**src/axi_pkg.sv**
```systemverilog
package axi_pkg;

    typedef logic [31:0] axi_addr_t;  // Byte address.
    typedef logic [31:0] axi_data_t;
    typedef logic [3:0]  axi_strb_t;
    typedef logic [3:0]  axi_id_t;
    typedef logic [7:0]  axi_len_t;   // Beats minus one.
    typedef logic [2:0]  axi_size_t;  // Log2 of the bytes per beat.
    typedef logic [1:0]  axi_burst_t;
    typedef logic [1:0]  axi_resp_t;

    // Response codes.
    localparam axi_resp_t RESP_OKAY   = 2'b00;
    localparam axi_resp_t RESP_DECERR = 2'b11;

    localparam axi_burst_t BURST_INCR = 2'b01;
    localparam axi_size_t  SIZE_WORD  = 3'd2;  // Four bytes per beat.

endpackage

```
**src/mem_pkg.sv**
```systemverilog
package mem_pkg;

    import axi_pkg::*;

    // The SRAM holds 256 words, so the map covers 1 KiB from address zero.
    localparam int MEM_WORDS = 256;
    typedef logic [7:0] mem_index_t;

    localparam int FETCH_BEATS = 4;  // Words per cache line.

    localparam axi_id_t FETCH_ID = 4'd0;
    localparam axi_id_t LSU_ID   = 4'd1;

    // Which client owns the shared port.
    typedef enum logic [1:0] {
        GRANT_IDLE,
        GRANT_FETCH,
        GRANT_LSU
    } grant_t;

endpackage

```
**src/axi_if.sv**
```systemverilog
`timescale 1ns/1ps

interface axi_if import axi_pkg::*; ();

    logic       awvalid, awready;
    axi_addr_t  awaddr;
    axi_id_t    awid;
    axi_len_t   awlen;
    axi_size_t  awsize;
    axi_burst_t awburst;

    logic       wvalid, wready, wlast;
    axi_data_t  wdata;
    axi_strb_t  wstrb;

    logic       bvalid, bready;
    axi_resp_t  bresp;
    axi_id_t    bid;

    logic       arvalid, arready;
    axi_addr_t  araddr;
    axi_id_t    arid;
    axi_len_t   arlen;
    axi_size_t  arsize;
    axi_burst_t arburst;

    logic       rvalid, rready, rlast;
    axi_data_t  rdata;
    axi_resp_t  rresp;
    axi_id_t    rid;

    modport master (
        output awvalid, awaddr, awid, awlen, awsize, awburst,
        output wvalid, wdata, wstrb, wlast, bready,
        output arvalid, araddr, arid, arlen, arsize, arburst, rready,
        input  awready, wready, bvalid, bresp, bid,
        input  arready, rvalid, rdata, rresp, rlast, rid
    );

    modport slave (
        input  awvalid, awaddr, awid, awlen, awsize, awburst,
        input  wvalid, wdata, wstrb, wlast, bready,
        input  arvalid, araddr, arid, arlen, arsize, arburst, rready,
        output awready, wready, bvalid, bresp, bid,
        output arready, rvalid, rdata, rresp, rlast, rid
    );

endinterface

```
**src/axi_arbiter.sv**
```systemverilog
`timescale 1ns/1ps

module axi_arbiter import axi_pkg::*, mem_pkg::*; (
    input  logic clock,
    input  logic reset,
    input  logic fetch_req,
    input  logic lsu_req,
    axi_if.slave  fetch_bus,
    axi_if.slave  lsu_bus,
    axi_if.master mem_bus
);

    grant_t grant;
    logic   fetch_on, lsu_on, done;

    assign fetch_on = (grant == GRANT_FETCH);
    assign lsu_on   = (grant == GRANT_LSU);

    // A grant closes only on a completed last read beat or write response.
    assign done = (mem_bus.rvalid && mem_bus.rready && mem_bus.rlast) ||
                  (mem_bus.bvalid && mem_bus.bready);

    always_ff @(posedge clock) begin
        if (reset) begin
            grant <= GRANT_IDLE;
        end else begin
            case (grant)
                GRANT_IDLE: begin
                    if (lsu_req)
                        grant <= GRANT_LSU;  // Load/store wins a tie.
                    else if (fetch_req)
                        grant <= GRANT_FETCH;
                end
                GRANT_FETCH: if (done) grant <= lsu_req ? GRANT_LSU : GRANT_IDLE;
                GRANT_LSU:   if (done) grant <= fetch_req ? GRANT_FETCH : GRANT_IDLE;
                default:     grant <= GRANT_IDLE;
            endcase
        end
    end

    // Requests towards the SRAM. Nothing reaches it while idle.
    assign mem_bus.awvalid = fetch_on ? fetch_bus.awvalid : lsu_on ? lsu_bus.awvalid : 1'b0;
    assign mem_bus.awaddr  = fetch_on ? fetch_bus.awaddr  : lsu_on ? lsu_bus.awaddr  : '0;
    assign mem_bus.awid    = fetch_on ? fetch_bus.awid    : lsu_on ? lsu_bus.awid    : '0;
    assign mem_bus.awlen   = fetch_on ? fetch_bus.awlen   : lsu_on ? lsu_bus.awlen   : '0;
    assign mem_bus.awsize  = fetch_on ? fetch_bus.awsize  : lsu_on ? lsu_bus.awsize  : '0;
    assign mem_bus.awburst = fetch_on ? fetch_bus.awburst : lsu_on ? lsu_bus.awburst : '0;
    assign mem_bus.wvalid  = fetch_on ? fetch_bus.wvalid  : lsu_on ? lsu_bus.wvalid  : 1'b0;
    assign mem_bus.wdata   = fetch_on ? fetch_bus.wdata   : lsu_on ? lsu_bus.wdata   : '0;
    assign mem_bus.wstrb   = fetch_on ? fetch_bus.wstrb   : lsu_on ? lsu_bus.wstrb   : '0;
    assign mem_bus.wlast   = fetch_on ? fetch_bus.wlast   : lsu_on ? lsu_bus.wlast   : 1'b0;
    assign mem_bus.bready  = fetch_on ? fetch_bus.bready  : lsu_on ? lsu_bus.bready  : 1'b0;
    assign mem_bus.arvalid = fetch_on ? fetch_bus.arvalid : lsu_on ? lsu_bus.arvalid : 1'b0;
    assign mem_bus.araddr  = fetch_on ? fetch_bus.araddr  : lsu_on ? lsu_bus.araddr  : '0;
    assign mem_bus.arid    = fetch_on ? fetch_bus.arid    : lsu_on ? lsu_bus.arid    : '0;
    assign mem_bus.arlen   = fetch_on ? fetch_bus.arlen   : lsu_on ? lsu_bus.arlen   : '0;
    assign mem_bus.arsize  = fetch_on ? fetch_bus.arsize  : lsu_on ? lsu_bus.arsize  : '0;
    assign mem_bus.arburst = fetch_on ? fetch_bus.arburst : lsu_on ? lsu_bus.arburst : '0;
    assign mem_bus.rready  = fetch_on ? fetch_bus.rready  : lsu_on ? lsu_bus.rready  : 1'b0;

    // Responses back to the fetch client.
    assign fetch_bus.awready = fetch_on && mem_bus.awready;
    assign fetch_bus.wready  = fetch_on && mem_bus.wready;
    assign fetch_bus.bvalid  = fetch_on && mem_bus.bvalid;
    assign fetch_bus.bresp   = fetch_on ? mem_bus.bresp : '0;
    assign fetch_bus.bid     = fetch_on ? mem_bus.bid   : '0;
    assign fetch_bus.arready = fetch_on && mem_bus.arready;
    assign fetch_bus.rvalid  = fetch_on && mem_bus.rvalid;
    assign fetch_bus.rdata   = fetch_on ? mem_bus.rdata : '0;
    assign fetch_bus.rresp   = fetch_on ? mem_bus.rresp : '0;
    assign fetch_bus.rlast   = fetch_on && mem_bus.rlast;
    assign fetch_bus.rid     = fetch_on ? mem_bus.rid   : '0;

    // Responses back to the load/store client.
    assign lsu_bus.awready = lsu_on && mem_bus.awready;
    assign lsu_bus.wready  = lsu_on && mem_bus.wready;
    assign lsu_bus.bvalid  = lsu_on && mem_bus.bvalid;
    assign lsu_bus.bresp   = lsu_on ? mem_bus.bresp : '0;
    assign lsu_bus.bid     = lsu_on ? mem_bus.bid   : '0;
    assign lsu_bus.arready = lsu_on && mem_bus.arready;
    assign lsu_bus.rvalid  = lsu_on && mem_bus.rvalid;
    assign lsu_bus.rdata   = lsu_on ? mem_bus.rdata : '0;
    assign lsu_bus.rresp   = lsu_on ? mem_bus.rresp : '0;
    assign lsu_bus.rlast   = lsu_on && mem_bus.rlast;
    assign lsu_bus.rid     = lsu_on ? mem_bus.rid   : '0;

endmodule

```
**src/flat_wrapper.sv**
```systemverilog
// flat-port wrapper written by rule: the top's interface ports become plain ports
module axi_arbiter_flat import axi_pkg::*, mem_pkg::*;
  (clock, reset, fetch_req, lsu_req, fetch_bus_awvalid, fetch_bus_awaddr, fetch_bus_awid, fetch_bus_awlen, fetch_bus_awsize, fetch_bus_awburst, fetch_bus_wvalid, fetch_bus_wdata, fetch_bus_wstrb, fetch_bus_wlast, fetch_bus_bready, fetch_bus_arvalid, fetch_bus_araddr, fetch_bus_arid, fetch_bus_arlen, fetch_bus_arsize, fetch_bus_arburst, fetch_bus_rready, fetch_bus_awready, fetch_bus_wready, fetch_bus_bvalid, fetch_bus_bresp, fetch_bus_bid, fetch_bus_arready, fetch_bus_rvalid, fetch_bus_rdata, fetch_bus_rresp, fetch_bus_rlast, fetch_bus_rid, lsu_bus_awvalid, lsu_bus_awaddr, lsu_bus_awid, lsu_bus_awlen, lsu_bus_awsize, lsu_bus_awburst, lsu_bus_wvalid, lsu_bus_wdata, lsu_bus_wstrb, lsu_bus_wlast, lsu_bus_bready, lsu_bus_arvalid, lsu_bus_araddr, lsu_bus_arid, lsu_bus_arlen, lsu_bus_arsize, lsu_bus_arburst, lsu_bus_rready, lsu_bus_awready, lsu_bus_wready, lsu_bus_bvalid, lsu_bus_bresp, lsu_bus_bid, lsu_bus_arready, lsu_bus_rvalid, lsu_bus_rdata, lsu_bus_rresp, lsu_bus_rlast, lsu_bus_rid, mem_bus_awvalid, mem_bus_awaddr, mem_bus_awid, mem_bus_awlen, mem_bus_awsize, mem_bus_awburst, mem_bus_wvalid, mem_bus_wdata, mem_bus_wstrb, mem_bus_wlast, mem_bus_bready, mem_bus_arvalid, mem_bus_araddr, mem_bus_arid, mem_bus_arlen, mem_bus_arsize, mem_bus_arburst, mem_bus_rready, mem_bus_awready, mem_bus_wready, mem_bus_bvalid, mem_bus_bresp, mem_bus_bid, mem_bus_arready, mem_bus_rvalid, mem_bus_rdata, mem_bus_rresp, mem_bus_rlast, mem_bus_rid);
  axi_if fetch_bus_i ();
  axi_if lsu_bus_i ();
  axi_if mem_bus_i ();
  input  logic clock;
  input  logic reset;
  input  logic fetch_req;
  input  logic lsu_req;
  input wire logic [$bits(fetch_bus_i.awvalid)-1:0] fetch_bus_awvalid;
  input wire logic [$bits(fetch_bus_i.awaddr)-1:0] fetch_bus_awaddr;
  input wire logic [$bits(fetch_bus_i.awid)-1:0] fetch_bus_awid;
  input wire logic [$bits(fetch_bus_i.awlen)-1:0] fetch_bus_awlen;
  input wire logic [$bits(fetch_bus_i.awsize)-1:0] fetch_bus_awsize;
  input wire logic [$bits(fetch_bus_i.awburst)-1:0] fetch_bus_awburst;
  input wire logic [$bits(fetch_bus_i.wvalid)-1:0] fetch_bus_wvalid;
  input wire logic [$bits(fetch_bus_i.wdata)-1:0] fetch_bus_wdata;
  input wire logic [$bits(fetch_bus_i.wstrb)-1:0] fetch_bus_wstrb;
  input wire logic [$bits(fetch_bus_i.wlast)-1:0] fetch_bus_wlast;
  input wire logic [$bits(fetch_bus_i.bready)-1:0] fetch_bus_bready;
  input wire logic [$bits(fetch_bus_i.arvalid)-1:0] fetch_bus_arvalid;
  input wire logic [$bits(fetch_bus_i.araddr)-1:0] fetch_bus_araddr;
  input wire logic [$bits(fetch_bus_i.arid)-1:0] fetch_bus_arid;
  input wire logic [$bits(fetch_bus_i.arlen)-1:0] fetch_bus_arlen;
  input wire logic [$bits(fetch_bus_i.arsize)-1:0] fetch_bus_arsize;
  input wire logic [$bits(fetch_bus_i.arburst)-1:0] fetch_bus_arburst;
  input wire logic [$bits(fetch_bus_i.rready)-1:0] fetch_bus_rready;
  output wire logic [$bits(fetch_bus_i.awready)-1:0] fetch_bus_awready;
  output wire logic [$bits(fetch_bus_i.wready)-1:0] fetch_bus_wready;
  output wire logic [$bits(fetch_bus_i.bvalid)-1:0] fetch_bus_bvalid;
  output wire logic [$bits(fetch_bus_i.bresp)-1:0] fetch_bus_bresp;
  output wire logic [$bits(fetch_bus_i.bid)-1:0] fetch_bus_bid;
  output wire logic [$bits(fetch_bus_i.arready)-1:0] fetch_bus_arready;
  output wire logic [$bits(fetch_bus_i.rvalid)-1:0] fetch_bus_rvalid;
  output wire logic [$bits(fetch_bus_i.rdata)-1:0] fetch_bus_rdata;
  output wire logic [$bits(fetch_bus_i.rresp)-1:0] fetch_bus_rresp;
  output wire logic [$bits(fetch_bus_i.rlast)-1:0] fetch_bus_rlast;
  output wire logic [$bits(fetch_bus_i.rid)-1:0] fetch_bus_rid;
  input wire logic [$bits(lsu_bus_i.awvalid)-1:0] lsu_bus_awvalid;
  input wire logic [$bits(lsu_bus_i.awaddr)-1:0] lsu_bus_awaddr;
  input wire logic [$bits(lsu_bus_i.awid)-1:0] lsu_bus_awid;
  input wire logic [$bits(lsu_bus_i.awlen)-1:0] lsu_bus_awlen;
  input wire logic [$bits(lsu_bus_i.awsize)-1:0] lsu_bus_awsize;
  input wire logic [$bits(lsu_bus_i.awburst)-1:0] lsu_bus_awburst;
  input wire logic [$bits(lsu_bus_i.wvalid)-1:0] lsu_bus_wvalid;
  input wire logic [$bits(lsu_bus_i.wdata)-1:0] lsu_bus_wdata;
  input wire logic [$bits(lsu_bus_i.wstrb)-1:0] lsu_bus_wstrb;
  input wire logic [$bits(lsu_bus_i.wlast)-1:0] lsu_bus_wlast;
  input wire logic [$bits(lsu_bus_i.bready)-1:0] lsu_bus_bready;
  input wire logic [$bits(lsu_bus_i.arvalid)-1:0] lsu_bus_arvalid;
  input wire logic [$bits(lsu_bus_i.araddr)-1:0] lsu_bus_araddr;
  input wire logic [$bits(lsu_bus_i.arid)-1:0] lsu_bus_arid;
  input wire logic [$bits(lsu_bus_i.arlen)-1:0] lsu_bus_arlen;
  input wire logic [$bits(lsu_bus_i.arsize)-1:0] lsu_bus_arsize;
  input wire logic [$bits(lsu_bus_i.arburst)-1:0] lsu_bus_arburst;
  input wire logic [$bits(lsu_bus_i.rready)-1:0] lsu_bus_rready;
  output wire logic [$bits(lsu_bus_i.awready)-1:0] lsu_bus_awready;
  output wire logic [$bits(lsu_bus_i.wready)-1:0] lsu_bus_wready;
  output wire logic [$bits(lsu_bus_i.bvalid)-1:0] lsu_bus_bvalid;
  output wire logic [$bits(lsu_bus_i.bresp)-1:0] lsu_bus_bresp;
  output wire logic [$bits(lsu_bus_i.bid)-1:0] lsu_bus_bid;
  output wire logic [$bits(lsu_bus_i.arready)-1:0] lsu_bus_arready;
  output wire logic [$bits(lsu_bus_i.rvalid)-1:0] lsu_bus_rvalid;
  output wire logic [$bits(lsu_bus_i.rdata)-1:0] lsu_bus_rdata;
  output wire logic [$bits(lsu_bus_i.rresp)-1:0] lsu_bus_rresp;
  output wire logic [$bits(lsu_bus_i.rlast)-1:0] lsu_bus_rlast;
  output wire logic [$bits(lsu_bus_i.rid)-1:0] lsu_bus_rid;
  output wire logic [$bits(mem_bus_i.awvalid)-1:0] mem_bus_awvalid;
  output wire logic [$bits(mem_bus_i.awaddr)-1:0] mem_bus_awaddr;
  output wire logic [$bits(mem_bus_i.awid)-1:0] mem_bus_awid;
  output wire logic [$bits(mem_bus_i.awlen)-1:0] mem_bus_awlen;
  output wire logic [$bits(mem_bus_i.awsize)-1:0] mem_bus_awsize;
  output wire logic [$bits(mem_bus_i.awburst)-1:0] mem_bus_awburst;
  output wire logic [$bits(mem_bus_i.wvalid)-1:0] mem_bus_wvalid;
  output wire logic [$bits(mem_bus_i.wdata)-1:0] mem_bus_wdata;
  output wire logic [$bits(mem_bus_i.wstrb)-1:0] mem_bus_wstrb;
  output wire logic [$bits(mem_bus_i.wlast)-1:0] mem_bus_wlast;
  output wire logic [$bits(mem_bus_i.bready)-1:0] mem_bus_bready;
  output wire logic [$bits(mem_bus_i.arvalid)-1:0] mem_bus_arvalid;
  output wire logic [$bits(mem_bus_i.araddr)-1:0] mem_bus_araddr;
  output wire logic [$bits(mem_bus_i.arid)-1:0] mem_bus_arid;
  output wire logic [$bits(mem_bus_i.arlen)-1:0] mem_bus_arlen;
  output wire logic [$bits(mem_bus_i.arsize)-1:0] mem_bus_arsize;
  output wire logic [$bits(mem_bus_i.arburst)-1:0] mem_bus_arburst;
  output wire logic [$bits(mem_bus_i.rready)-1:0] mem_bus_rready;
  input wire logic [$bits(mem_bus_i.awready)-1:0] mem_bus_awready;
  input wire logic [$bits(mem_bus_i.wready)-1:0] mem_bus_wready;
  input wire logic [$bits(mem_bus_i.bvalid)-1:0] mem_bus_bvalid;
  input wire logic [$bits(mem_bus_i.bresp)-1:0] mem_bus_bresp;
  input wire logic [$bits(mem_bus_i.bid)-1:0] mem_bus_bid;
  input wire logic [$bits(mem_bus_i.arready)-1:0] mem_bus_arready;
  input wire logic [$bits(mem_bus_i.rvalid)-1:0] mem_bus_rvalid;
  input wire logic [$bits(mem_bus_i.rdata)-1:0] mem_bus_rdata;
  input wire logic [$bits(mem_bus_i.rresp)-1:0] mem_bus_rresp;
  input wire logic [$bits(mem_bus_i.rlast)-1:0] mem_bus_rlast;
  input wire logic [$bits(mem_bus_i.rid)-1:0] mem_bus_rid;
  assign fetch_bus_i.awvalid = fetch_bus_awvalid;
  assign fetch_bus_i.awaddr = fetch_bus_awaddr;
  assign fetch_bus_i.awid = fetch_bus_awid;
  assign fetch_bus_i.awlen = fetch_bus_awlen;
  assign fetch_bus_i.awsize = fetch_bus_awsize;
  assign fetch_bus_i.awburst = fetch_bus_awburst;
  assign fetch_bus_i.wvalid = fetch_bus_wvalid;
  assign fetch_bus_i.wdata = fetch_bus_wdata;
  assign fetch_bus_i.wstrb = fetch_bus_wstrb;
  assign fetch_bus_i.wlast = fetch_bus_wlast;
  assign fetch_bus_i.bready = fetch_bus_bready;
  assign fetch_bus_i.arvalid = fetch_bus_arvalid;
  assign fetch_bus_i.araddr = fetch_bus_araddr;
  assign fetch_bus_i.arid = fetch_bus_arid;
  assign fetch_bus_i.arlen = fetch_bus_arlen;
  assign fetch_bus_i.arsize = fetch_bus_arsize;
  assign fetch_bus_i.arburst = fetch_bus_arburst;
  assign fetch_bus_i.rready = fetch_bus_rready;
  assign fetch_bus_awready = fetch_bus_i.awready;
  assign fetch_bus_wready = fetch_bus_i.wready;
  assign fetch_bus_bvalid = fetch_bus_i.bvalid;
  assign fetch_bus_bresp = fetch_bus_i.bresp;
  assign fetch_bus_bid = fetch_bus_i.bid;
  assign fetch_bus_arready = fetch_bus_i.arready;
  assign fetch_bus_rvalid = fetch_bus_i.rvalid;
  assign fetch_bus_rdata = fetch_bus_i.rdata;
  assign fetch_bus_rresp = fetch_bus_i.rresp;
  assign fetch_bus_rlast = fetch_bus_i.rlast;
  assign fetch_bus_rid = fetch_bus_i.rid;
  assign lsu_bus_i.awvalid = lsu_bus_awvalid;
  assign lsu_bus_i.awaddr = lsu_bus_awaddr;
  assign lsu_bus_i.awid = lsu_bus_awid;
  assign lsu_bus_i.awlen = lsu_bus_awlen;
  assign lsu_bus_i.awsize = lsu_bus_awsize;
  assign lsu_bus_i.awburst = lsu_bus_awburst;
  assign lsu_bus_i.wvalid = lsu_bus_wvalid;
  assign lsu_bus_i.wdata = lsu_bus_wdata;
  assign lsu_bus_i.wstrb = lsu_bus_wstrb;
  assign lsu_bus_i.wlast = lsu_bus_wlast;
  assign lsu_bus_i.bready = lsu_bus_bready;
  assign lsu_bus_i.arvalid = lsu_bus_arvalid;
  assign lsu_bus_i.araddr = lsu_bus_araddr;
  assign lsu_bus_i.arid = lsu_bus_arid;
  assign lsu_bus_i.arlen = lsu_bus_arlen;
  assign lsu_bus_i.arsize = lsu_bus_arsize;
  assign lsu_bus_i.arburst = lsu_bus_arburst;
  assign lsu_bus_i.rready = lsu_bus_rready;
  assign lsu_bus_awready = lsu_bus_i.awready;
  assign lsu_bus_wready = lsu_bus_i.wready;
  assign lsu_bus_bvalid = lsu_bus_i.bvalid;
  assign lsu_bus_bresp = lsu_bus_i.bresp;
  assign lsu_bus_bid = lsu_bus_i.bid;
  assign lsu_bus_arready = lsu_bus_i.arready;
  assign lsu_bus_rvalid = lsu_bus_i.rvalid;
  assign lsu_bus_rdata = lsu_bus_i.rdata;
  assign lsu_bus_rresp = lsu_bus_i.rresp;
  assign lsu_bus_rlast = lsu_bus_i.rlast;
  assign lsu_bus_rid = lsu_bus_i.rid;
  assign mem_bus_awvalid = mem_bus_i.awvalid;
  assign mem_bus_awaddr = mem_bus_i.awaddr;
  assign mem_bus_awid = mem_bus_i.awid;
  assign mem_bus_awlen = mem_bus_i.awlen;
  assign mem_bus_awsize = mem_bus_i.awsize;
  assign mem_bus_awburst = mem_bus_i.awburst;
  assign mem_bus_wvalid = mem_bus_i.wvalid;
  assign mem_bus_wdata = mem_bus_i.wdata;
  assign mem_bus_wstrb = mem_bus_i.wstrb;
  assign mem_bus_wlast = mem_bus_i.wlast;
  assign mem_bus_bready = mem_bus_i.bready;
  assign mem_bus_arvalid = mem_bus_i.arvalid;
  assign mem_bus_araddr = mem_bus_i.araddr;
  assign mem_bus_arid = mem_bus_i.arid;
  assign mem_bus_arlen = mem_bus_i.arlen;
  assign mem_bus_arsize = mem_bus_i.arsize;
  assign mem_bus_arburst = mem_bus_i.arburst;
  assign mem_bus_rready = mem_bus_i.rready;
  assign mem_bus_i.awready = mem_bus_awready;
  assign mem_bus_i.wready = mem_bus_wready;
  assign mem_bus_i.bvalid = mem_bus_bvalid;
  assign mem_bus_i.bresp = mem_bus_bresp;
  assign mem_bus_i.bid = mem_bus_bid;
  assign mem_bus_i.arready = mem_bus_arready;
  assign mem_bus_i.rvalid = mem_bus_rvalid;
  assign mem_bus_i.rdata = mem_bus_rdata;
  assign mem_bus_i.rresp = mem_bus_rresp;
  assign mem_bus_i.rlast = mem_bus_rlast;
  assign mem_bus_i.rid = mem_bus_rid;
  axi_arbiter u_core (.clock(clock), .reset(reset), .fetch_req(fetch_req), .lsu_req(lsu_req), .fetch_bus(fetch_bus_i), .lsu_bus(lsu_bus_i), .mem_bus(mem_bus_i));
endmodule
```
**config.mk**
```make
export PLATFORM = sky130hd
export DESIGN_NAME = axi_arbiter_flat
export DESIGN_NICKNAME = d
export VERILOG_FILES = /design/src/axi_pkg.sv /design/src/mem_pkg.sv /design/src/axi_if.sv /design/src/axi_arbiter.sv /design/src/flat_wrapper.sv
export SDC_FILE = /design/constraint.sdc
export NUM_CORES = 1
export LEC_CHECK = 0
export BUFFER_PORTS_ARGS = -buffer_cell sky130_fd_sc_hd__clkbuf_2
export CAP_MARGIN = 20
export CORE_AREA = 3 3 221 223
export CTS_CLUSTER_DIAMETER = 80
export DETAILED_ROUTE_END_ITERATION = 10
export DIE_AREA = 0 0 224 226
export GPL_ROUTABILITY_DRIVEN = 0
export SETUP_SLACK_MARGIN = 0.3
export SLEW_MARGIN = 25
export SYNTH_ARGS = -nofsm -noshare
export SYNTH_HDL_FRONTEND = slang
export SYNTH_SLANG_ARGS = --single-unit
```
**constraint.sdc**
```tcl
create_clock -name clock -period 2.12 [get_ports clock]
set_input_delay 0.106 -clock clock [delete_from_list [all_inputs] [get_ports clock]]
set_output_delay 0.106 -clock clock [all_outputs]
set_load 0.01 [all_outputs]
```
# Yosys cells after proc, flatten, opt, wreduce, memory -nomap -nowiden
# Index checks and enable logic that the tools add are counted.
[classes]
n_eq_ne = 5
muxes = 53
reduce_logical = 18
[ops]
columns = ["op", "count"]
rows = [
  ["$mux W32", 8],
  ["$mux W4", 10],
  ["$mux W8", 4],
  ["$mux W2", 13],
  ["$logic_and A1 B1 Y1", 15],
  ["$mux W1", 13],
  ["$mux W3", 4],
  ["$pmux W2 S3", 1],
  ["$ne A2 B2 Y1 const B", 2],
  ["$ne A3 B3 Y1 const B", 1],
  ["$reduce_and A3 Y1", 1],
  ["$eq A2 B1 Y1 const B", 1],
  ["$eq A2 B2 Y1 const B", 1],
  ["$logic_not A2 Y1", 1],
  ["$logic_or A1 B1 Y1", 1],
]
[totals]
input_bits = 334
ff_bits = 2
output_inout_bits = 240
elab_cells = 77

# Logic depth before layout (Yosys ltp)
# Gate-level depths: netlist (run 1).
[logic_depth]
ltp_word = 8
ltp_mapped = 5
mapped_depth_nobuf = 4

# Worst setup path after synthesis (run 1)
# No wires, ideal clock.
[synth_path]
kind = "reg2out"
start = "reg u_core.grant[0]"
end = "out mem_bus_awaddr[0]"
n_path_buf = 3
setup_slack_ns = 0.789
required_ns = 2.014
path_stages_with_launch = 6
arrival_ns = 1.225
path_cell_list = "dfxtp_1 > and2b_1 > buf_6 > buf_2 > buf_2 > a22o_1"
[synth_via]
elab_chain_cells = 3
word_cells_on_any_way = 4
classes_between = "eq/ne: 2; mux: 2"
[synth_lines]
columns = ["item", "line_no", "text"]
rows = [
  ["start, declared", "axi_arbiter.sv:13", "grant_t grant;"],
  ["start signal, assigned", "axi_arbiter.sv:34", "GRANT_FETCH: if (done) grant <= lsu_req ? GRANT_LSU : GRANT_IDLE;"],
  ["start signal, assigned", "axi_arbiter.sv:35", "GRANT_LSU: if (done) grant <= fetch_req ? GRANT_FETCH : GRANT_IDLE;"],
  ["$eq A2 B2 Y1", "axi_arbiter.sv:17", "assign lsu_on = (grant == GRANT_LSU);"],
  ["$mux W32", "axi_arbiter.sv:43", "assign mem_bus.awaddr = fetch_on ? fetch_bus.awaddr : lsu_on ? lsu_bus.awaddr : '0;"],
  ["$mux W32 *", "axi_arbiter.sv:43", ""],
  ["end, declared", "flat_wrapper.sv:70", "output wire logic [$bits(mem_bus_i.awaddr)-1:0] mem_bus_awaddr;"],
]
# Every way passes the cells marked *; elsewhere a longest branch is shown, timed or not.

# Worst setup path in the final report (run 1)
[layout_path]
start = "reg u_core.grant[0]"
end = "out mem_bus_wdata[16]"
[layout_via]
elab_chain_cells = 3
word_cells_on_any_way = 4
classes_between = "eq/ne: 2; mux: 2"
[layout_lines]
columns = ["item", "line_no", "text"]
rows = [
  ["$eq A2 B2 Y1", "axi_arbiter.sv:17", ""],
  ["$mux W32", "axi_arbiter.sv:49", "assign mem_bus.wdata = fetch_on ? fetch_bus.wdata : lsu_on ? lsu_bus.wdata : '0;"],
  ["$mux W32 *", "axi_arbiter.sv:49", ""],
  ["end, declared", "flat_wrapper.sv:76", "output wire logic [$bits(mem_bus_i.wdata)-1:0] mem_bus_wdata;"],
]
# Marked as above.

==> results of run 1 <==
[worst max-delay path, stage by stage (launching register included)]
cell and delay [ns]:
dfxtp_2 0.32, and2b_4 0.29, buf_12 0.15, buf_12 0.11, buf_12 0.18, a22o_1 0.22
clkbuf_2 0.16
[path summary, 6_finish.rpt]
check                                 end                    startpoint  slack (ns)
max                     mem_bus_wdata[16]  u_core.grant[0]$_SDFFE_PP0P_        0.34
min          u_core.grant[1]$_SDFFE_PP0P_                         reset        0.09
max reg2reg  u_core.grant[1]$_SDFFE_PP0P_  u_core.grant[0]$_SDFFE_PP0P_        0.58
min reg2reg  u_core.grant[0]$_SDFFE_PP0P_  u_core.grant[1]$_SDFFE_PP0P_        0.55
[Yosys cell counts, drive strengths merged]
cell      n  area share
and2b     1      0.0034
nor2b     2      0.0057
or3b      1      0.0040
and2    100        0.29
o21ai     2      0.0046
a21oi     2      0.0046
nand3b    2      0.0069
buf      24       0.057
a22o    139        0.56
nand2     4      0.0069
o41ai     1      0.0040
a22oi     1      0.0057
nor4b     1      0.0040
dfxtp     2       0.018
clkbuf   18       0.031
[final cells by class]
class	count	share of cell area
timing repair buffer	605	0.533
multi-input combinational	256	0.325
tap	607	0.122
clock buffer	3	0.0121
sequential	2	0.00684
antenna	3	0.00121
[where the power goes]
part	internal [uW]	switching (uW)	leakage [uW]
Sequential	45.0	8.34	0.0000172
Combinational	1180	1480	0.00356
Clock	240	47.6	0.0000370
Total	1470	1540	0.00362
[metrics by stage]
stage	cells	instance area [sq um]	setup slack, ns	hold slack, ns
6_report	1476	6220	0.341	0.0922
5_1_grt	1474	6220	0.310	0.118
4_1_cts	1465	6030	0.204	0.0794
3_5_place_dp	1454	5820	0.311	0.318
3_3_place_gp	1454	5820	0.321	0.317
2_1_floorplan	300	2180	0.789	0.175
[kinds of logic after synthesis]
group / count (synthesis) / share of synthesized area
AO/OA/AOI/OAI: 145 / 0.576
buffers and inverters: 42 / 0.0882
flip-flops: 2 / 0.0183
AND/OR/NAND/NOR: 111 / 0.317
[what timing repair did]
action | in CTS | in global routing
setup buffers | 7 | 5
pin swaps | 0 | 0
gates cloned | 1 | 3
endpoints found under the setup margin | 61 | 63
resized for setup | 12 | 7
[per-layer routing]
metal	wire length [um]	part of all wire	up-vias
li1	-	-	2297
met1	15900	0.40	2520
met2	18500	0.46	496
met3	4440	0.11	68
met4	1260	0.031	16
met5	104	0.0026	-
==> summary.txt, run 1 <==
CP Capture Type - primary output
Crit share post-route - 0.839
GRT Resource Usage Total - 0.143
Peak VDD IR - 0.350 mV
Register area share after synthesis - 0.0183
Kind of critical path - flip-flop to primary output
Final WL - 40.1 mm
Antenna violations before repair - 25
Power Dens Cells - 483 nW/um^2
Final setup viols - 0
Highest clock rate - 0.562 GHz
Leakage power - 0.00362 uW
Cts bufs inserted - 3
Largest reg by FF count - u_core.grant
Mapped Cells - 300
Nets - 1202
Met1 Use GR - 0.176
Hold WC Path Type - input port to flip-flop
Commonest non-fill, non-tap cell in the layout - clkbuf_2
Die area - 50600 sq um
Worst-path clk slew - 0.03 ns
First drt pass iteration count - 5
H-tree level count - 1
Worst Path Required - 2.01 ns
Status - completed
Netlist cell types - 17
Syn Std Cell Area - 2180 sq um
Clock sink count - 2
Largest regs - u_core.grant (2)
Yosys warns - 0
Vert. Die Dim - 226 um
Fillers - 5456
Max reg flops - 2
Worst Skew - 0.00162 ns
Number of global-route vias before repair - 5157
Fin crit period - 1.78 ns
Top Ports - 574
Busiest grt layer - met2
Slew Limit Fails - 0
Row cnt - 79
Port buffer count - 573
Pin count of the biggest net entering global routing - 75
Storage element area - 42.5 sq um
Initial Util - 0.0467
Setup TNS - 0 ns
Post-layout util - 0.133
Most frequent cells in the layout - 573 x clkbuf_2, 128 x a22o_1, 100 x and2_1
First-pass GRT wire length - 48.2 mm
Layout cells sized above 1 - 0.721
Worst Path Arrival - 1.67 ns
Min-Delay Path Depth - 2
Via density - 3.66
Max-cap violation count - 0
Number of remaining DRC errors - 0
Core Area - 46800 sq um
Crit start category - flip-flop
1st-iter DRT viols - 356
Area of the multi-input gates - 2020 sq um
WL per Instance - 27.2 um
Die Wd - 224 um
GR Util met3 - 0.0445
Cts hold-fix bufs - 0
Final Power - 3010 uW
Worst-path fanout max - 33
Final count of hold timing violations - 0
Area Growth Syn to Fin - 185%
RSZ-0062 raised after global routing - no
Slew @ Worst Pin - 0.388 ns
GRT Residual Overflow - 0
Post-DP HPWL - 35.4 mm
Normalized max-slew margin - 0.742
CTS root buf - clkbuf_16
Syn_nets - 634
Avg Synthesized Cell Area - 7.28 sq um
FF-to-FF path depth - 6
Via count - 5397
Number of synthesized register bits - 2
Worst-Skew Late Latency - 0.22 ns
CTS tree - yes
Post-route ant nets - 0
Clock tree buffer depth - 2
Met2 Use GR - 0.240
No activity file was read; power rests on OpenSTA's default activity.
==> inputs of run 2 (changes only) <==
--- a/config.mk
+++ b/config.mk
@@ -7,10 +7,10 @@
 export LEC_CHECK = 0
 export BUFFER_PORTS_ARGS = -buffer_cell sky130_fd_sc_hd__clkbuf_2
 export CAP_MARGIN = 20
-export CORE_AREA = 3 3 221 223
+export CORE_AREA = 3 3 219 221
 export CTS_CLUSTER_DIAMETER = 80
 export DETAILED_ROUTE_END_ITERATION = 10
-export DIE_AREA = 0 0 224 226
+export DIE_AREA = 0 0 222 224
 export GPL_ROUTABILITY_DRIVEN = 0
 export SETUP_SLACK_MARGIN = 0.3
 export SLEW_MARGIN = 25
==> constraint.sdc (replaced) <==
create_clock -name clock -period 1.9 [get_ports clock]
set_input_delay 0.095 -clock clock [delete_from_list [all_inputs] [get_ports clock]]
set_output_delay 0.095 -clock clock [all_outputs]
set_load 0.01 [all_outputs]
==> run 2 against run 1 <==
Compared with the run above:
- core utilization is 3.0 points higher
- cell area rose by 21%
- wire length down 16%
- combinational power increased by 39%
- power is 36% higher
- clock power rose by 13%
- via count shrank 1.8%
- die area down 1.8%
- register-to-register slack worse by 0.29 ns
- sequential share of layout area fell by 0.086 points
- worst setup slack lost 0.15 ns
==> summary.txt, run 2 (synthesized netlist as in run 1, its figures left out) <==
Status - completed
First-pass GRT wire length - 39.0 mm
Largest regs - u_core.grant (2)
Vert. Die Dim - 224 um
Fin crit period - 1.71 ns
Via density - 3.53
Worst Skew - 0.00448 ns
CTS tree - yes
Critical path's slowest cell - dfxtp_2
Worst-path clk slew - 0.03 ns
Max stage delay on crit path - 0.32 ns
RSZ-0062 raised after global routing - yes
GRT Residual Overflow - 0
Fillers - 5199
Post-DP HPWL - 25.3 mm
1st-iter DRT viols - 226
Largest reg by FF count - u_core.grant
Layout cells sized above 1 - 0.777
Commonest non-fill, non-tap cell in the layout - clkbuf_2
WL per Instance - 22.4 um
Port buffer count - 573
Crit start category - flip-flop
H-tree level count - 1
CP Capture Type - primary output
Min-Delay Path Depth - 2
Final WL - 33.6 mm
Via count - 5301
Kind of critical path - flip-flop to primary output
Worst Path Arrival - 1.61 ns
Hold Startpoint - reset
Slew Limit Fails - 0
CTS root buf - clkbuf_16
Max-cap violation count - 0
Most frequent cells in the layout - 460 x clkbuf_2, 126 x a22o_1, 75 x buf_6
Row cnt - 79
Clock tree buffer depth - 2
Number of global-route vias before repair - 4941
Setup TNS - 0 ns
Highest clock rate - 0.586 GHz
Area Growth Syn to Fin - 245%
Die area - 49700 sq um
Post-route ant nets - 0
Hold WC Path Type - input port to flip-flop
Clock sink count - 2
Cts hold-fix bufs - 0
Pin count of the biggest net entering global routing - 35
Critical-path cell list - and2b_4 -> clkbuf_16 -> buf_16 -> a22o_1 -> clkbuf_2
Normalized max-slew margin - 0.814
Reg2reg setup slack - 0.29 ns
Cts bufs inserted - 3
GRT Resource Usage Total - 0.111
Initial Util - 0.0471
First drt pass iteration count - 4
Final Power - 4100 uW
FF-to-FF path depth - 6
Slew @ Worst Pin - 0.275 ns
Power Dens Cells - 544 nW/um^2
Worst Path Required - 1.80 ns
Worst-path fanout max - 34
Nets - 1224
Number of remaining DRC errors - 0
Worst reg2reg path startpoint - u_core.grant[0]$_SDFFE_PP0P_
Peak VDD IR - 0.559 mV
Max reg flops - 2
Die Wd - 222 um
Worst-Skew Late Latency - 0.23 ns
Antenna violations before repair - 14
Final count of hold timing violations - 0
Core Area - 46400 sq um
Top Ports - 574
Crit share post-route - 0.899
Final setup viols - 0
Leakage power - 0.00413 uW
Source of the critical timing path - u_core.grant[0]$_SDFFE_PP0P_
## run 2: timing repair
action,in CTS,in global routing
gates resized for setup,44,273
buffers inserted,6,10
gates cloned,7,16
pin swaps,11,95
endpoints found under the setup margin,193,180
## run 2: stage by stage
stage	setup WS, ns	hold slack [ns]	util	instance area [sq um]	std cells
final	0.192	0.0629	0.163	7540	1500
after global routing	0.167	0.0753	0.163	7530	1498
after CTS	0.196	0.0698	0.137	6370	1469
after detailed placement	0.232	0.308	0.125	5800	1453
after global placement	0.258	0.310	0.125	5800	1453
after floorplan	0.580	0.164	-	2180	300
## run 2: final cells by class
type / count / area (sq um) / share of cell area
clock buffer: 3 / 75.1 / 0.00996
antenna: 5 / 12.5 / 0.00166
timing repair buffer: 627 / 4460 / 0.592
multi-input combinational: 256 / 2180 / 0.289
tap: 607 / 759 / 0.101
sequential: 2 / 45.0 / 0.00598
## run 2: layer usage
layer / vias up / global-route usage / share of wire
li1: 2352 / - / -
met4: 8 / 0.0320 / 0.024
met3: 50 / 0.0320 / 0.085
met1: 2460 / 0.125 / 0.38
met2: 431 / 0.202 / 0.51
met5: - / 0 / 0.0016
## run 2: path summary, 6_finish.rpt
kind / end
worst max register to register: u_core.grant[1]$_SDFFE_PP0P_
worst min-delay path: u_core.grant[1]$_SDFFE_PP0P_
worst min register to register: u_core.grant[0]$_SDFFE_PP0P_
worst max-delay path: mem_bus_araddr[4]
## run 2: where the power goes
part / switching [uW] / internal [uW]
clock: 55.7 / 268
sequential: 6.59 / 50.1
combinational: 1760 / 1960
## run 2: critical path: cells and delay by family, from the launching register on
family,cells,cell delay [ns]
flops,1,0.32
simple gates,1,0.30
compound gates,1,0.19
buf+inv,3,0.56
==> inputs of run 3 (changes only) <==
--- a/config.mk
+++ b/config.mk
@@ -12,6 +12,7 @@
 export DETAILED_ROUTE_END_ITERATION = 10
 export DIE_AREA = 0 0 222 224
 export GPL_ROUTABILITY_DRIVEN = 0
+export RECOVER_POWER = 50
 export SETUP_SLACK_MARGIN = 0.3
 export SLEW_MARGIN = 25
 export SYNTH_ARGS = -nofsm -noshare
==> run 3 against run 2 <==
Compared with the run above:
- power is 4.4% lower
- sequential share of layout area is essentially flat
- count of clock-buffer cells in the layout unchanged
- critical endpoint is now mem_bus_wdata[24]
- cell area fell by 3.9%
==> summary.txt, run 3 (synthesized netlist as in run 1, its figures left out) <==
Worst Path Arrival - 1.67 ns
Nets - 1224
Die area - 49700 sq um
Antenna violations before repair - 14
Power Dens Cells - 541 nW/um^2
Area of the multi-input gates - 2100 sq um
Setup TNS - 0 ns
Crit share post-route - 0.928
Slew @ Worst Pin - 0.381 ns
Clock sink count - 2
Commonest non-fill, non-tap cell in the layout - clkbuf_2
Largest reg by FF count - u_core.grant
H-tree level count - 1
Number of remaining DRC errors - 0
Via count - 5288
Via density - 3.53
1st-iter DRT viols - 211
CTS root buf - clkbuf_16
Port buffer count - 573
Post-route ant nets - 0
Met2 Use GR - 0.202
Fillers - 5254
First-pass GRT wire length - 39.0 mm
Worst-path fanout max - 18
CP Capture Type - primary output
Storage element area - 45.0 sq um
Pin count of the biggest net entering global routing - 35
Worst-path clk slew - 0.03 ns
Worst Skew - 0.00380 ns
Final setup viols - 0
Leakage power - 0.00383 uW
Worst Path Required - 1.80 ns
GRT Residual Overflow - 0
Crit start category - flip-flop
Post-Place Cells - 1453
Initial Util - 0.0471
Clock tree buffer depth - 2
Worst-Skew Late Latency - 0.22 ns
GRT Resource Usage Total - 0.111
CTS tree - yes
GR Util met3 - 0.0320
Vert. Die Dim - 224 um
Die Wd - 222 um
Normalized max-slew margin - 0.747
Final count of hold timing violations - 0
Peak VDD IR - 0.561 mV
Met1 Use GR - 0.125
Row cnt - 79
Hold WC Path Type - input port to flip-flop
Slew Limit Fails - 0
Busiest grt layer - met2
Number of global-route vias before repair - 4941
Top Ports - 574
Final WL - 33.5 mm
Core Area - 46400 sq um
Status - completed
RSZ-0062 raised after global routing - yes
Non-Filler Instances - 1500
Most frequent cells in the layout - 424 x clkbuf_2, 132 x a22o_1, 63 x buf_6
Area Growth Syn to Fin - 232%
Reg2reg setup slack - 0.20 ns
Highest clock rate - 0.567 GHz
First drt pass iteration count - 4
Post-DP HPWL - 25.3 mm
Fin crit period - 1.76 ns
Kind of critical path - flip-flop to primary output
Cts bufs inserted - 3
Max-cap violation count - 0
Layout cells sized above 1 - 0.694
WL per Instance - 22.4 um
Max reg flops - 2
Largest regs - u_core.grant (2)
## run 3: what timing repair did
item,CTS,global route
gates cloned,7,16
buffers inserted,6,10
gates resized for setup,44,273
endpoints found under the setup margin,193,180
hold buffers,0,0
hold endpoints to repair,0,0
pin swaps,11,95
## run 3: worst paths after layout
path	startpoint	endpoint	cells past startpoint
setup / recovery	u_core.grant[0]$_SDFFE_PP0P_	mem_bus_wdata[24]	5
hold / removal	reset	u_core.grant[1]$_SDFFE_PP0P_	2
setup reg to reg	u_core.grant[0]$_SDFFE_PP0P_	u_core.grant[1]$_SDFFE_PP0P_	6
hold reg to reg	u_core.grant[1]$_SDFFE_PP0P_	u_core.grant[0]$_SDFFE_PP0P_	2
## run 3: worst max-delay path: stages, from the launching register on
cell	delay (ns)
dfxtp_2	0.32
and2b_4	0.30
buf_12	0.16
buf_16	0.17
a22o_1	0.17
clkbuf_1	0.30
## run 3: final cells by class
class	instances	area share
Antenna cell	5	0.00173
Clock buffer	3	0.0104
Sequential cell	2	0.00622
Multi-Input combinational cell	256	0.289
Tap cell	607	0.105
Timing Repair Buffer	627	0.588
## run 3: metal layers
layer  up-vias  routed length [um]
met4         8                 846
met2       433               17000
met5         -                  55
met3        46                2890
met1      2451               12700
li1       2350                   -
## run 3: through the flow
stage | hold slack (ns) | total power [uW] | area (sq um) | utilization | setup WS [ns]
global placement | 0.310 | 2640 | 5800 | 0.125 | 0.258
floorplan | 0.164 | 1250 | 2180 | - | 0.580
CTS | 0.0698 | 3350 | 6370 | 0.137 | 0.196
detailed placement | 0.308 | 2630 | 5800 | 0.125 | 0.232
global route | 0.0753 | 4110 | 7240 | 0.156 | 0.0809
finish | 0.0670 | 3920 | 7250 | 0.156 | 0.137
## run 3: where the power goes
group	leakage (uW)	switching, uW	total (uW)	internal [uW]
Sequential	0.0000175	6.64	56.7	50.1
Combinational	0.00378	1740	3540	1800
Clock	0.0000370	54.6	323	268
Total	0.00383	1800	3920	2120
